File: src/lite_demux_macros.svh
// fixed four-port build; LD_SEL_W must equal clog2(LD_NUM_PORTS) and LD_MAX_TRANS must be >= 2
`ifndef LITE_DEMUX_MACROS_SVH
`define LITE_DEMUX_MACROS_SVH

// ----------------------------------------------------------------------
// port count and select width
// ----------------------------------------------------------------------
// downstream ports behind the demux
`define LD_NUM_PORTS 4
// bits needed to name one downstream port
`define LD_SEL_W 2

// ----------------------------------------------------------------------
// bus widths
// ----------------------------------------------------------------------
`define LD_ADDR_W 32
`define LD_DATA_W 32
// one strobe bit per data byte
`define LD_STRB_W 4

// ----------------------------------------------------------------------
// outstanding transactions
// ----------------------------------------------------------------------
// depth of each select fifo, bounds open requests per channel
`define LD_MAX_TRANS 4

`endif

File: src/lite_demux_pkg.sv
// AXI4-Lite channel structs only; prot is fixed at 3 bits and the widths come from the macros header
`include "lite_demux_macros.svh"

package lite_demux_pkg;

  // index of one downstream port
  typedef logic [`LD_SEL_W-1:0] sel_t;

  // address channels, address plus protection bits
  typedef struct packed {
    logic [`LD_ADDR_W-1:0] addr;
    logic [2:0]            prot;
  } aw_chan_t;

  typedef struct packed {
    logic [`LD_ADDR_W-1:0] addr;
    logic [2:0]            prot;
  } ar_chan_t;

  // write data beat
  typedef struct packed {
    logic [`LD_DATA_W-1:0] data;
    logic [`LD_STRB_W-1:0] strb;
  } w_chan_t;

  // write response, just the code
  typedef struct packed {
    logic [1:0] resp;
  } b_chan_t;

  // read data plus response code
  typedef struct packed {
    logic [`LD_DATA_W-1:0] data;
    logic [1:0]            resp;
  } r_chan_t;

  // master to slave direction
  typedef struct packed {
    aw_chan_t aw;
    logic     aw_valid;
    w_chan_t  w;
    logic     w_valid;
    logic     b_ready;
    ar_chan_t ar;
    logic     ar_valid;
    logic     r_ready;
  } lite_req_t;

  // slave to master direction
  typedef struct packed {
    logic     aw_ready;
    logic     w_ready;
    b_chan_t  b;
    logic     b_valid;
    logic     ar_ready;
    r_chan_t  r;
    logic     r_valid;
  } lite_resp_t;

endpackage

File: src/demux_sel_fifo.sv
// push while full and pop while empty are dropped; no fall-through, head is valid only when not empty
`timescale 1ns/1ps
`include "lite_demux_macros.svh"

module demux_sel_fifo import lite_demux_pkg::*; (
  input  logic clk_i,
  input  logic rst_n_i,
  input  logic push_i,
  input  sel_t sel_i,
  input  logic pop_i,
  output sel_t sel_o,
  output logic full_o,
  output logic empty_o
);

  localparam int unsigned ptr_w = $clog2(`LD_MAX_TRANS);
  localparam int unsigned cnt_w = $clog2(`LD_MAX_TRANS + 1);

  sel_t             mem_q [`LD_MAX_TRANS];
  logic [ptr_w-1:0] wr_ptr_q, rd_ptr_q;
  logic [cnt_w-1:0] cnt_q;
  logic             do_push, do_pop;

  assign full_o  = (cnt_q == cnt_w'(`LD_MAX_TRANS));
  assign empty_o = (cnt_q == '0);
  // qualified handshakes
  assign do_push = push_i & ~full_o;
  assign do_pop  = pop_i & ~empty_o;
  // head entry
  assign sel_o   = mem_q[rd_ptr_q];

  // pointers and occupancy
  always_ff @(posedge clk_i or negedge rst_n_i) begin
    if (!rst_n_i) begin
      wr_ptr_q <= '0;
      rd_ptr_q <= '0;
      cnt_q    <= '0;
    end else begin
      if (do_push) begin
        // wrap at last entry
        wr_ptr_q <= (wr_ptr_q == ptr_w'(`LD_MAX_TRANS - 1)) ? '0 : wr_ptr_q + 1'b1;
      end
      if (do_pop) begin
        rd_ptr_q <= (rd_ptr_q == ptr_w'(`LD_MAX_TRANS - 1)) ? '0 : rd_ptr_q + 1'b1;
      end
      // push and pop together leave count alone
      case ({do_push, do_pop})
        2'b10:   cnt_q <= cnt_q + 1'b1;
        2'b01:   cnt_q <= cnt_q - 1'b1;
        default: cnt_q <= cnt_q;
      endcase
    end
  end

  // storage
  always_ff @(posedge clk_i) begin
    if (do_push) begin
      mem_q[wr_ptr_q] <= sel_i;
    end
  end

endmodule

File: src/demux_aw_route.sv
// aw_sel_i must stay stable while aw_valid_i is high; the select is pushed once per address
`timescale 1ns/1ps
`include "lite_demux_macros.svh"

module demux_aw_route import lite_demux_pkg::*; (
  input  logic                     clk_i,
  input  logic                     rst_n_i,
  // upstream address
  input  aw_chan_t                 aw_i,
  input  logic                     aw_valid_i,
  input  sel_t                     aw_sel_i,
  output logic                     aw_ready_o,
  // downstream addresses
  output aw_chan_t                 mst_aw_o,
  output logic [`LD_NUM_PORTS-1:0] mst_aw_valid_o,
  input  logic [`LD_NUM_PORTS-1:0] mst_aw_ready_i,
  // W select fifo
  input  logic                     fifo_full_i,
  output logic                     fifo_push_o
);

  // set while a pushed address waits for its slave
  logic lock_q, lock_d;

  // same address for every port, only the valid is steered
  assign mst_aw_o = aw_i;

  // ----------------------------------------------------------------------
  // handshake control
  // ----------------------------------------------------------------------
  always_comb begin
    lock_d         = lock_q;
    aw_ready_o     = 1'b0;
    mst_aw_valid_o = '0;
    fifo_push_o    = 1'b0;
    if (lock_q) begin
      // select already queued, keep valid up
      mst_aw_valid_o[aw_sel_i] = 1'b1;
      if (mst_aw_ready_i[aw_sel_i]) begin
        aw_ready_o = 1'b1;
        lock_d     = 1'b0;
      end
    end else if (aw_valid_i && !fifo_full_i) begin
      // new address, queue select now
      fifo_push_o              = 1'b1;
      mst_aw_valid_o[aw_sel_i] = 1'b1;
      if (mst_aw_ready_i[aw_sel_i]) begin
        aw_ready_o = 1'b1;
      end else begin
        // slave stalls, avoid a second push
        lock_d = 1'b1;
      end
    end
  end

  always_ff @(posedge clk_i or negedge rst_n_i) begin
    if (!rst_n_i) begin
      lock_q <= 1'b0;
    end else begin
      lock_q <= lock_d;
    end
  end

endmodule

File: src/demux_ar_route.sv
// ar_sel_i must stay stable while ar_valid_i is high; a full R fifo stalls all reads
`timescale 1ns/1ps
`include "lite_demux_macros.svh"

module demux_ar_route import lite_demux_pkg::*; (
  // upstream address
  input  ar_chan_t                 ar_i,
  input  logic                     ar_valid_i,
  input  sel_t                     ar_sel_i,
  output logic                     ar_ready_o,
  // downstream addresses
  output ar_chan_t                 mst_ar_o,
  output logic [`LD_NUM_PORTS-1:0] mst_ar_valid_o,
  input  logic [`LD_NUM_PORTS-1:0] mst_ar_ready_i,
  // R select fifo
  input  logic                     fifo_full_i,
  output logic                     fifo_push_o
);

  // broadcast address payload
  assign mst_ar_o = ar_i;

  // valid only toward the selected slave, only with fifo room
  for (genvar i = 0; i < `LD_NUM_PORTS; i++) begin : gen_ar_valid
    assign mst_ar_valid_o[i] = ar_valid_i & ~fifo_full_i & (ar_sel_i == sel_t'(i));
  end

  // ready from the selected slave
  assign ar_ready_o = ~fifo_full_i & mst_ar_ready_i[ar_sel_i];

  // one push per accepted read
  assign fifo_push_o = ar_valid_i & ar_ready_o;

endmodule

File: src/demux_w_route.sv
// write beats follow AW order; a beat waits for a queued AW select and room in the B fifo
`timescale 1ns/1ps
`include "lite_demux_macros.svh"

module demux_w_route import lite_demux_pkg::*; (
  // upstream write data
  input  w_chan_t                  w_i,
  input  logic                     w_valid_i,
  output logic                     w_ready_o,
  // oldest write select and fifo state
  input  sel_t                     w_sel_i,
  input  logic                     w_fifo_empty_i,
  input  logic                     b_fifo_full_i,
  // downstream write data
  output w_chan_t                  mst_w_o,
  output logic [`LD_NUM_PORTS-1:0] mst_w_valid_o,
  input  logic [`LD_NUM_PORTS-1:0] mst_w_ready_i,
  output logic                     w_done_o
);

  logic route_ok;

  // known target and somewhere to park the B select
  assign route_ok = ~w_fifo_empty_i & ~b_fifo_full_i;

  assign mst_w_o = w_i;

  for (genvar i = 0; i < `LD_NUM_PORTS; i++) begin : gen_w_valid
    assign mst_w_valid_o[i] = w_valid_i & route_ok & (w_sel_i == sel_t'(i));
  end

  assign w_ready_o = route_ok & mst_w_ready_i[w_sel_i];
  // beat accepted upstream
  assign w_done_o  = w_valid_i & w_ready_o;

endmodule

File: src/demux_resp_route.sv
// response mux for B or R; output payload is zero while no request is outstanding
`timescale 1ns/1ps
`include "lite_demux_macros.svh"

module demux_resp_route import lite_demux_pkg::*; #(
  parameter type chan_t = logic
) (
  // oldest outstanding select
  input  sel_t                      sel_i,
  input  logic                      fifo_empty_i,
  // downstream responses
  input  chan_t [`LD_NUM_PORTS-1:0] mst_rsp_i,
  input  logic  [`LD_NUM_PORTS-1:0] mst_rsp_valid_i,
  output logic  [`LD_NUM_PORTS-1:0] mst_rsp_ready_o,
  // upstream response
  output chan_t                     rsp_o,
  output logic                      rsp_valid_o,
  input  logic                      rsp_ready_i,
  output logic                      pop_o
);

  // ----------------------------------------------------------------------
  // response select
  // ----------------------------------------------------------------------
  // take payload only from the head slave
  assign rsp_o       = fifo_empty_i ? chan_t'('0) : mst_rsp_i[sel_i];
  assign rsp_valid_o = ~fifo_empty_i & mst_rsp_valid_i[sel_i];

  // ready goes to the head slave alone
  for (genvar i = 0; i < `LD_NUM_PORTS; i++) begin : gen_rsp_ready
    assign mst_rsp_ready_o[i] = ~fifo_empty_i & rsp_ready_i & (sel_i == sel_t'(i));
  end

  // response delivered, retire the select
  assign pop_o = rsp_valid_o & rsp_ready_i;

endmodule

File: src/lite_demux.sv
// AXI4-Lite 1-to-4 demux, fully combinational paths; selects must be stable while valid is high
`timescale 1ns/1ps
`include "lite_demux_macros.svh"

module lite_demux import lite_demux_pkg::*; (
  input  logic                           clk_i,
  input  logic                           rst_n_i,
  // upstream port
  input  lite_req_t                      slv_req_i,
  input  sel_t                           slv_aw_sel_i,
  input  sel_t                           slv_ar_sel_i,
  output lite_resp_t                     slv_resp_o,
  // downstream ports
  output lite_req_t  [`LD_NUM_PORTS-1:0] mst_req_o,
  input  lite_resp_t [`LD_NUM_PORTS-1:0] mst_resp_i
);

  // ----------------------------------------------------------------------
  // internal wiring
  // ----------------------------------------------------------------------
  aw_chan_t                            mst_aw;
  ar_chan_t                            mst_ar;
  w_chan_t                             mst_w;
  logic      [`LD_NUM_PORTS-1:0]       aw_valid, aw_ready, ar_valid, ar_ready;
  logic      [`LD_NUM_PORTS-1:0]       w_valid, w_ready;
  b_chan_t   [`LD_NUM_PORTS-1:0]       b_chan;
  r_chan_t   [`LD_NUM_PORTS-1:0]       r_chan;
  logic      [`LD_NUM_PORTS-1:0]       b_valid, b_ready, r_valid, r_ready;
  // select fifo handshakes
  logic                                w_push, w_full, w_empty, w_done;
  logic                                b_full, b_empty, b_pop;
  logic                                r_push, r_full, r_empty, r_pop;
  sel_t                                w_sel, b_sel, r_sel;

  // unpack / pack the downstream structs
  for (genvar i = 0; i < `LD_NUM_PORTS; i++) begin : gen_ports
    assign mst_req_o[i].aw       = mst_aw;
    assign mst_req_o[i].aw_valid = aw_valid[i];
    assign mst_req_o[i].w        = mst_w;
    assign mst_req_o[i].w_valid  = w_valid[i];
    assign mst_req_o[i].b_ready  = b_ready[i];
    assign mst_req_o[i].ar       = mst_ar;
    assign mst_req_o[i].ar_valid = ar_valid[i];
    assign mst_req_o[i].r_ready  = r_ready[i];
    assign aw_ready[i]           = mst_resp_i[i].aw_ready;
    assign w_ready[i]            = mst_resp_i[i].w_ready;
    assign b_chan[i]             = mst_resp_i[i].b;
    assign b_valid[i]            = mst_resp_i[i].b_valid;
    assign ar_ready[i]           = mst_resp_i[i].ar_ready;
    assign r_chan[i]             = mst_resp_i[i].r;
    assign r_valid[i]            = mst_resp_i[i].r_valid;
  end

  // ----------------------------------------------------------------------
  // write path
  // ----------------------------------------------------------------------
  demux_aw_route u_aw_route (
    .clk_i          (clk_i),
    .rst_n_i        (rst_n_i),
    .aw_i           (slv_req_i.aw),
    .aw_valid_i     (slv_req_i.aw_valid),
    .aw_sel_i       (slv_aw_sel_i),
    .aw_ready_o     (slv_resp_o.aw_ready),
    .mst_aw_o       (mst_aw),
    .mst_aw_valid_o (aw_valid),
    .mst_aw_ready_i (aw_ready),
    .fifo_full_i    (w_full),
    .fifo_push_o    (w_push)
  );

  // AW order for the data beats
  demux_sel_fifo u_w_fifo (
    .clk_i   (clk_i),
    .rst_n_i (rst_n_i),
    .push_i  (w_push),
    .sel_i   (slv_aw_sel_i),
    .pop_i   (w_done),
    .sel_o   (w_sel),
    .full_o  (w_full),
    .empty_o (w_empty)
  );

  demux_w_route u_w_route (
    .w_i            (slv_req_i.w),
    .w_valid_i      (slv_req_i.w_valid),
    .w_ready_o      (slv_resp_o.w_ready),
    .w_sel_i        (w_sel),
    .w_fifo_empty_i (w_empty),
    .b_fifo_full_i  (b_full),
    .mst_w_o        (mst_w),
    .mst_w_valid_o  (w_valid),
    .mst_w_ready_i  (w_ready),
    .w_done_o       (w_done)
  );

  // finished beat moves its select over to the B side
  demux_sel_fifo u_b_fifo (
    .clk_i   (clk_i),
    .rst_n_i (rst_n_i),
    .push_i  (w_done),
    .sel_i   (w_sel),
    .pop_i   (b_pop),
    .sel_o   (b_sel),
    .full_o  (b_full),
    .empty_o (b_empty)
  );

  demux_resp_route #(
    .chan_t (b_chan_t)
  ) u_b_route (
    .sel_i           (b_sel),
    .fifo_empty_i    (b_empty),
    .mst_rsp_i       (b_chan),
    .mst_rsp_valid_i (b_valid),
    .mst_rsp_ready_o (b_ready),
    .rsp_o           (slv_resp_o.b),
    .rsp_valid_o     (slv_resp_o.b_valid),
    .rsp_ready_i     (slv_req_i.b_ready),
    .pop_o           (b_pop)
  );

  // ----------------------------------------------------------------------
  // read path
  // ----------------------------------------------------------------------
  demux_ar_route u_ar_route (
    .ar_i           (slv_req_i.ar),
    .ar_valid_i     (slv_req_i.ar_valid),
    .ar_sel_i       (slv_ar_sel_i),
    .ar_ready_o     (slv_resp_o.ar_ready),
    .mst_ar_o       (mst_ar),
    .mst_ar_valid_o (ar_valid),
    .mst_ar_ready_i (ar_ready),
    .fifo_full_i    (r_full),
    .fifo_push_o    (r_push)
  );

  demux_sel_fifo u_r_fifo (
    .clk_i   (clk_i),
    .rst_n_i (rst_n_i),
    .push_i  (r_push),
    .sel_i   (slv_ar_sel_i),
    .pop_i   (r_pop),
    .sel_o   (r_sel),
    .full_o  (r_full),
    .empty_o (r_empty)
  );

  demux_resp_route #(
    .chan_t (r_chan_t)
  ) u_r_route (
    .sel_i           (r_sel),
    .fifo_empty_i    (r_empty),
    .mst_rsp_i       (r_chan),
    .mst_rsp_valid_i (r_valid),
    .mst_rsp_ready_o (r_ready),
    .rsp_o           (slv_resp_o.r),
    .rsp_valid_o     (slv_resp_o.r_valid),
    .rsp_ready_i     (slv_req_i.r_ready),
    .pop_o           (r_pop)
  );

endmodule

File: config.mk
export PLATFORM = sky130hd
export DESIGN_NAME = lite_demux
export DESIGN_NICKNAME = d
export VERILOG_FILES = /design/src/lite_demux_pkg.sv /design/src/demux_sel_fifo.sv /design/src/demux_aw_route.sv /design/src/demux_ar_route.sv /design/src/demux_w_route.sv /design/src/demux_resp_route.sv /design/src/lite_demux.sv
export VERILOG_INCLUDE_DIRS = /design/src /design/src/src
export SDC_FILE = /design/constraint.sdc
export NUM_CORES = 1
export LEC_CHECK = 0
export BUFFER_PORTS_ARGS = -buffer_cell sky130_fd_sc_hd__buf_4
export CAP_MARGIN = 15
export CORE_AREA = 2 2 294 296
export CTS_CLUSTER_SIZE = 14
export DETAILED_ROUTE_END_ITERATION = 6
export DIE_AREA = 0 0 296 298
export GPL_ROUTABILITY_DRIVEN = 1
export SYNTH_ARGS = -nofsm -noshare
export SYNTH_HDL_FRONTEND = slang
export SYNTH_SLANG_ARGS = --single-unit
File: constraint.sdc
create_clock -name clk_i -period 2.8 [get_ports clk_i]
set_input_delay 0.56 -clock clk_i [delete_from_list [all_inputs] [get_ports clk_i]]
set_output_delay 0.56 -clock clk_i [all_outputs]
set_load 0.02 [all_outputs]
# After elaboration in Yosys (flattened, before gate mapping)
# Memory sizes are Yosys's and may differ from the RTL's.
# Index checks and enable logic that the tools add are counted.
# op_classes
addsub,12
n_reduce_logical,13
shift,0
mux,43
order_cmp,6
n_div,0
bitwise_logic,41
n_eq_ne,27
n_mul,0
# op_table
operator,n
$bmux 34 s2,1
$mux 34,2
$and 1x1->1,35
$eq 2x2->1 const B,17
$mux 1,20
$pmux 3 s2,3
$mux 2,8
$lt 2x3->1 const B,5
$eq 2x1->1 const B,7
$add 2x1->2 const B,6
$bmux 1 s2,5
$add 3x1->3 const B,3
$eq 3x3->1 const B,3
$logic_not 3->1,3
$sub 3x1->3 const B,3
$logic_not 2->1,4
$mux 4,2
$not 1->1,6
$reduce_bool 2->1,3
$bmux 2 s2,1
$demux 1 s2,1
$ge 2x1->1 const B,1
$logic_and 1x1->1,2
$logic_not 1->1,1
# totals
ram_bits,24
out_inout_bits,485
rom_bits,0
latchBits,0
regBits,22
memories,3
# mem_list
memory,depth,width,rd,rd_ports_with_merged_regs,wr,line_no,text
u_b_fifo.mem_q,4,2,1,0,1,demux_sel_fifo.sv:19,sel_t mem_q [`LD_MAX_TRANS];
u_r_fifo.mem_q,4,2,1,0,1,demux_sel_fifo.sv:19,
u_w_fifo.mem_q,4,2,1,0,1,demux_sel_fifo.sv:19,

# Logic depth before layout (Yosys ltp)
# logic_depth
depth_word,8
depth_mapped,10

# By module
# A second synthesis with hierarchy kept.
# unflattened
cells_unflattened,745
area_unflattened_um2,7020.5
# modules_own_cells
mod,cells_per_inst,instances,seq_area_each_um2,area_per_inst_um2
lite_demux,318,1,0.0,2387.3
demux_sel_fifo,50,3,415.4,772.0
demux_resp_route at u_r_route,131,1,0.0,1098.6
demux_aw_route,48,1,25.0,374.1
demux_w_route,44,1,0.0,354.1
demux_ar_route,42,1,0.0,341.6
demux_resp_route at u_b_route,12,1,0.0,148.9

# Worst setup path before layout
# OpenSTA, ideal clock, no wires.
# synth_path
kind,register -> register
from,reg u_b_fifo.rd_ptr_q[0]
to,reg u_b_fifo.cnt_q[2]
setup_time_ns,0.079
path_slack_ns,0.126
n_path_buf,0
stages_incl_launch_ff,10
arrival_time_ns,2.595
t_required_ns,2.721
path_cell_list,dfrtp_1 -> mux4_2 -> or3b_1 -> o22ai_2 -> ha_1 -> inv_1 -> fa_1 -> xor2_1 -> nor2_1 -> xor2_1
# synth_between
elab_chain_len,8
word_cells_on_any_way,10
cone_classes,eq/ne: 2; mux: 3; bitwise: 3; reduce/logical: 1; memory: 1
# synth_lines
element,line_no,text
"start, declared",demux_sel_fifo.sv:20,"logic [ptr_w-1:0] wr_ptr_q, rd_ptr_q;"
"start signal, assigned",demux_sel_fifo.sv:44,rd_ptr_q <= (rd_ptr_q == ptr_w'(`LD_MAX_TRANS - 1)) ? '0 : rd_ptr_q + 1'b1;
$mem_v2 4x2 (*),-,
$bmux 1 s2 (*),demux_resp_route.sv:27,assign rsp_valid_o = ~fifo_empty_i & mst_rsp_valid_i[sel_i];
$mux 1 (not written as such) (*),demux_resp_route.sv:27,
$and 1x1->1 (*),demux_resp_route.sv:27,
$and 1x1->1 (*),demux_resp_route.sv:35,assign pop_o = rsp_valid_o & rsp_ready_i;
$and 1x1->1 (*),demux_sel_fifo.sv:28,assign do_pop = pop_i & ~empty_o;
net u_b_fifo.do_pop,demux_sel_fifo.sv:22,"logic do_push, do_pop;"
$eq 2x1->1 / $eq 2x2->1 (equally long branches),demux_sel_fifo.sv:47,"case ({do_push, do_pop})"
$pmux 3 s2 / $reduce_bool 2->1 (equally long branches),-,
"end signal, assigned",demux_sel_fifo.sv:48,2'b10: cnt_q <= cnt_q + 1'b1;
"end signal, assigned",demux_sel_fifo.sv:49,2'b01: cnt_q <= cnt_q - 1'b1;
"end signal, assigned",demux_sel_fifo.sv:50,default: cnt_q <= cnt_q;
"end, declared",demux_sel_fifo.sv:21,logic [cnt_w-1:0] cnt_q;
# Mark *: on every way through the listed nets, which the timed path passes. The rest lies on a longest branch. The select of a mux whose other input is x is not followed.
# A chain may end at the register's enable or synchronous reset.

==> results.yml <==
outcome:
  status: "finished, violations left"
  failed_checks: "negative setup slack"
route:
  firstDrtPassIters: 4
  vias_per_cell: 2.363
  drt_wl_total_um: 33560
  drt-wirelength-per-cell_um: 19.75
  drt_first_iter_violations: 164
  drtAntennaViolNets: 0
  via_count: 4015
  drc: 0
clock_network:
  cts_sinks: 46
  cts_tree: "built"
  cts-root-buf: "clkbuf_16"
  path_clk_slew_ns: 0.08
  clock_latency_ns: 0.31
  clockBufferDepth: 2
  htreeDepth: 2
  cts_buffers: 5
  ctsHoldBuffers: 0
floorplanning:
  rows: 107
  num_io_pins: 766
  die_h_um: 298
  dieArea_sq_mm: 0.08821
  die_x_um: 296
  initial_utilization_pct: 8.168
  core_area_sq_mm: 0.08488
sta:
  drv_slew: 0
  fmax_mhz: 325.5
  finalSetupTns_ns: -7.633
  min_period_ns: 3.072
  hold_violations: 0
  setup_viol: 35
  worst_slack_ns: -0.2720
  worstMarginPinSlew_ns: 0.5916
  finClkSkew_ns: 0.01539
  hold_ws_ns: 0.1608
  maxSlewHeadroom_pct: 60.34
  rsz0062_at_grt: "yes"
  period_share_pct: 109.7
pwr:
  power_frac_comb_pct: 78.0
  p_per_area_mw_per_mm2: 1066
  p_total_mw: 8.146
  leakage_nw: 2.956
  power_frac_clock_pct: 8.0
  switching_power_mw: 3.700
  power_frac_seq_pct: 14.1
  p_sw_share_pct: 45.42
  irDropWorstVdd_uv: 496.2
  intPower_mw: 4.446
layout:
  design_area_sq_mm: 0.007640
  drive_gt1_share_pct: 67.88
  fin_cells: 1699
  fin_nets: 852
  syn_to_final_growth_pct: 10.20
  fin_util_pct: 9.001
global_routing:
  grt_max_degree: 23
  grt_pass1_wl_um: 40240
  antenna_found_initial: 6
  gr-total-overflow: 0
  grt_usage_pct: 7.052
  grt_pass1_vias: 4172
logic_synthesis:
  synth_most_common_cell: "buf_4"
  synth_compound_area_share_pct: 1.227
  syn_nets: 1018
  synthMuxAreaShare_pct: 17.99
  synth_area_sq_mm: 0.006933
  synth_top_family_by_area: "buffers and inverters"
  synth_area_leader_cell: "buf_4"
  ys_ff_latch: 46
  ys_top_cells_by_count: "buf_4, and2_1, mux4_2"
  synthXorXnorAreaFrac_pct: 1.137
  ys_async_sr_fraction_pct: 47.83
  synth_area_leaders: "buf_4, mux4_2, edfxtp_1"
  synth_fa_ha_area_share_pct: 4.115
  synth_edf_count: 24
  synthSimpleGateAreaFrac_pct: 8.446
  yosys_warnings: 0
  synth_seq_area_share_pct: 18.34
  ys.flop_type: "edfxtp_1"
  synth_cells: 716
  avgSynthCellArea_sq_um: 9.683
  synth_top_area_share_pct: 46.45
  synthDistinctLibCells: 37
placed_design:
  place_ws_ns: -0.02858
  dp_hpwl_um: 29590
  io_buffers: 235
  place.gp.congestion: 0.7332
  placed_area_sq_mm: 0.007015
  dp.cells: 1676
setup_path:
  cp-start-kind: "flop"
  required_ns: 2.24
  worst_setup_path_end_kind: "output pin"
  cp_max_fo: 4
  cp.arrival_ns: 2.51
  critPathKind: "flop to output pin"
min_path:
  hp-class: "primary input to asynchronous set/reset pin"
run:
  drv_cap: 0
-- worst max-delay path, stage by stage, from the launching register on --
cell and delay [ns]:
edfxtp_1 0.40, mux4_4 0.67, buf_12 0.18, buf_4 0.14, mux4_2 0.46, and2_1 0.20
buf_6 0.15
-- metal layers --
metal,vias up,routed length (um),track usage (%)
li1,1600,-,-
met1,1851,12570,7.827
met2,518,12210,8.994
met3,44,7901,7.520
met4,2,871,1.587
met5,-,13,0
-- repair_timing --
item | 4_1_cts | 5_1_grt
buffers inserted | 6 | 3
cloned | 2 | 0
pin swaps | 13 | 6
gates resized for setup | 66 | 27
setup endpoints to repair | 36 | 44
-- sequential cells by signal, summed over array words and instances (netlist names) --
signal and flops:
u_w_fifo.mem_q 8, u_r_fifo.rd_ptr_q 2, u_r_fifo.cnt_q 3, u_b_fifo.rd_ptr_q 2, u_r_fifo.wr_ptr_q 2, u_b_fifo.cnt_q 3, u_r_fifo.mem_q 8, u_b_fifo.mem_q 8
u_w_fifo.wr_ptr_q 2, u_w_fifo.rd_ptr_q 2, u_w_fifo.cnt_q 3, u_aw_route.lock_q 1, u_b_fifo.wr_ptr_q 2
-- cells in the final DEF, fill, tap and decap left out, types with 2 or more instances in the layout --
cell type  synthesis  routed
and2_1            44      23
and2_4             0      21
and3_1             5       5
and3b_1            2       2
buf_12             0       8
buf_16             0       2
buf_4            429     232
buf_6              3      24
buf_8              0       3
clkbuf_16          0       5
clkinv_2           0       2
dfrtp_1           22      20
dfrtp_2            0       2
diode_2            0       4
edfxtp_1          24      24
fa_1               3       2
ha_1              18      16
inv_1             21      20
mux2_2            12      12
mux2i_1           11       8
mux2i_4            0       3
mux4_2            44      43
nand2_1            4       4
nand3b_1           2       2
nor2_1            26      26
nor2b_1            5       2
nor2b_4            0       2
nor3_1             3       2
nor3b_1            3       3
o21ai_0            2       2
o22ai_4            1       2
xnor2_1            4       4
xor2_1             5       5
-- worst paths after layout --
kind,startpoint,end,slack [ns],cells past startpoint
worst max register to register,u_r_fifo.mem_q[3][0],u_r_fifo.cnt_q[2],0.01,11
min in group clk_i,u_b_fifo.cnt_q[2],u_b_fifo.cnt_q[2],0.51,1
worst max-delay path,u_r_fifo.mem_q[3][0],slv_resp_o[28],-0.27,6
worst min register to register,u_b_fifo.cnt_q[2],u_b_fifo.cnt_q[2],0.51,1
max in group asynchronous,rst_n_i,u_b_fifo.rd_ptr_q[0],2.34,1
worst min-delay path,rst_n_i,u_w_fifo.cnt_q[1],0.16,1
-- final cells by class --
type,instances,area (sq um)
inverter,21,78.83
tap,1144,1431
clock buffer,5,125.1
antenna,4,10.01
multi-input combinational,207,2430
clock inverter,3,18.77
sequential,46,1274
fill,9885,77240
timing repair buffer,269,2272
-- logic make-up (layout without fill, tap and decap cells) --
group,count (synthesis),after routing
other,0,4
DFF,46,46
xor gates and xnor gates,9,9
buffers and inverters,463,298
and+or+nand+nor,100,100
AOI/OAI and AO/OA,9,9
muxes,68,68
adders and majority gates,21,21
-- power groups by stage --
stage	Combinational (mW)	Clock (mW)	Sequential, mW
after floorplan	3.88	0	1.13
after global placement	5.45	0	1.16
after detailed placement	5.45	0	1.16
after CTS	6.29	0.675	1.14
after global routing	6.91	0.701	1.18
final	6.35	0.648	1.15
Power figures use the tool's default switching activity.
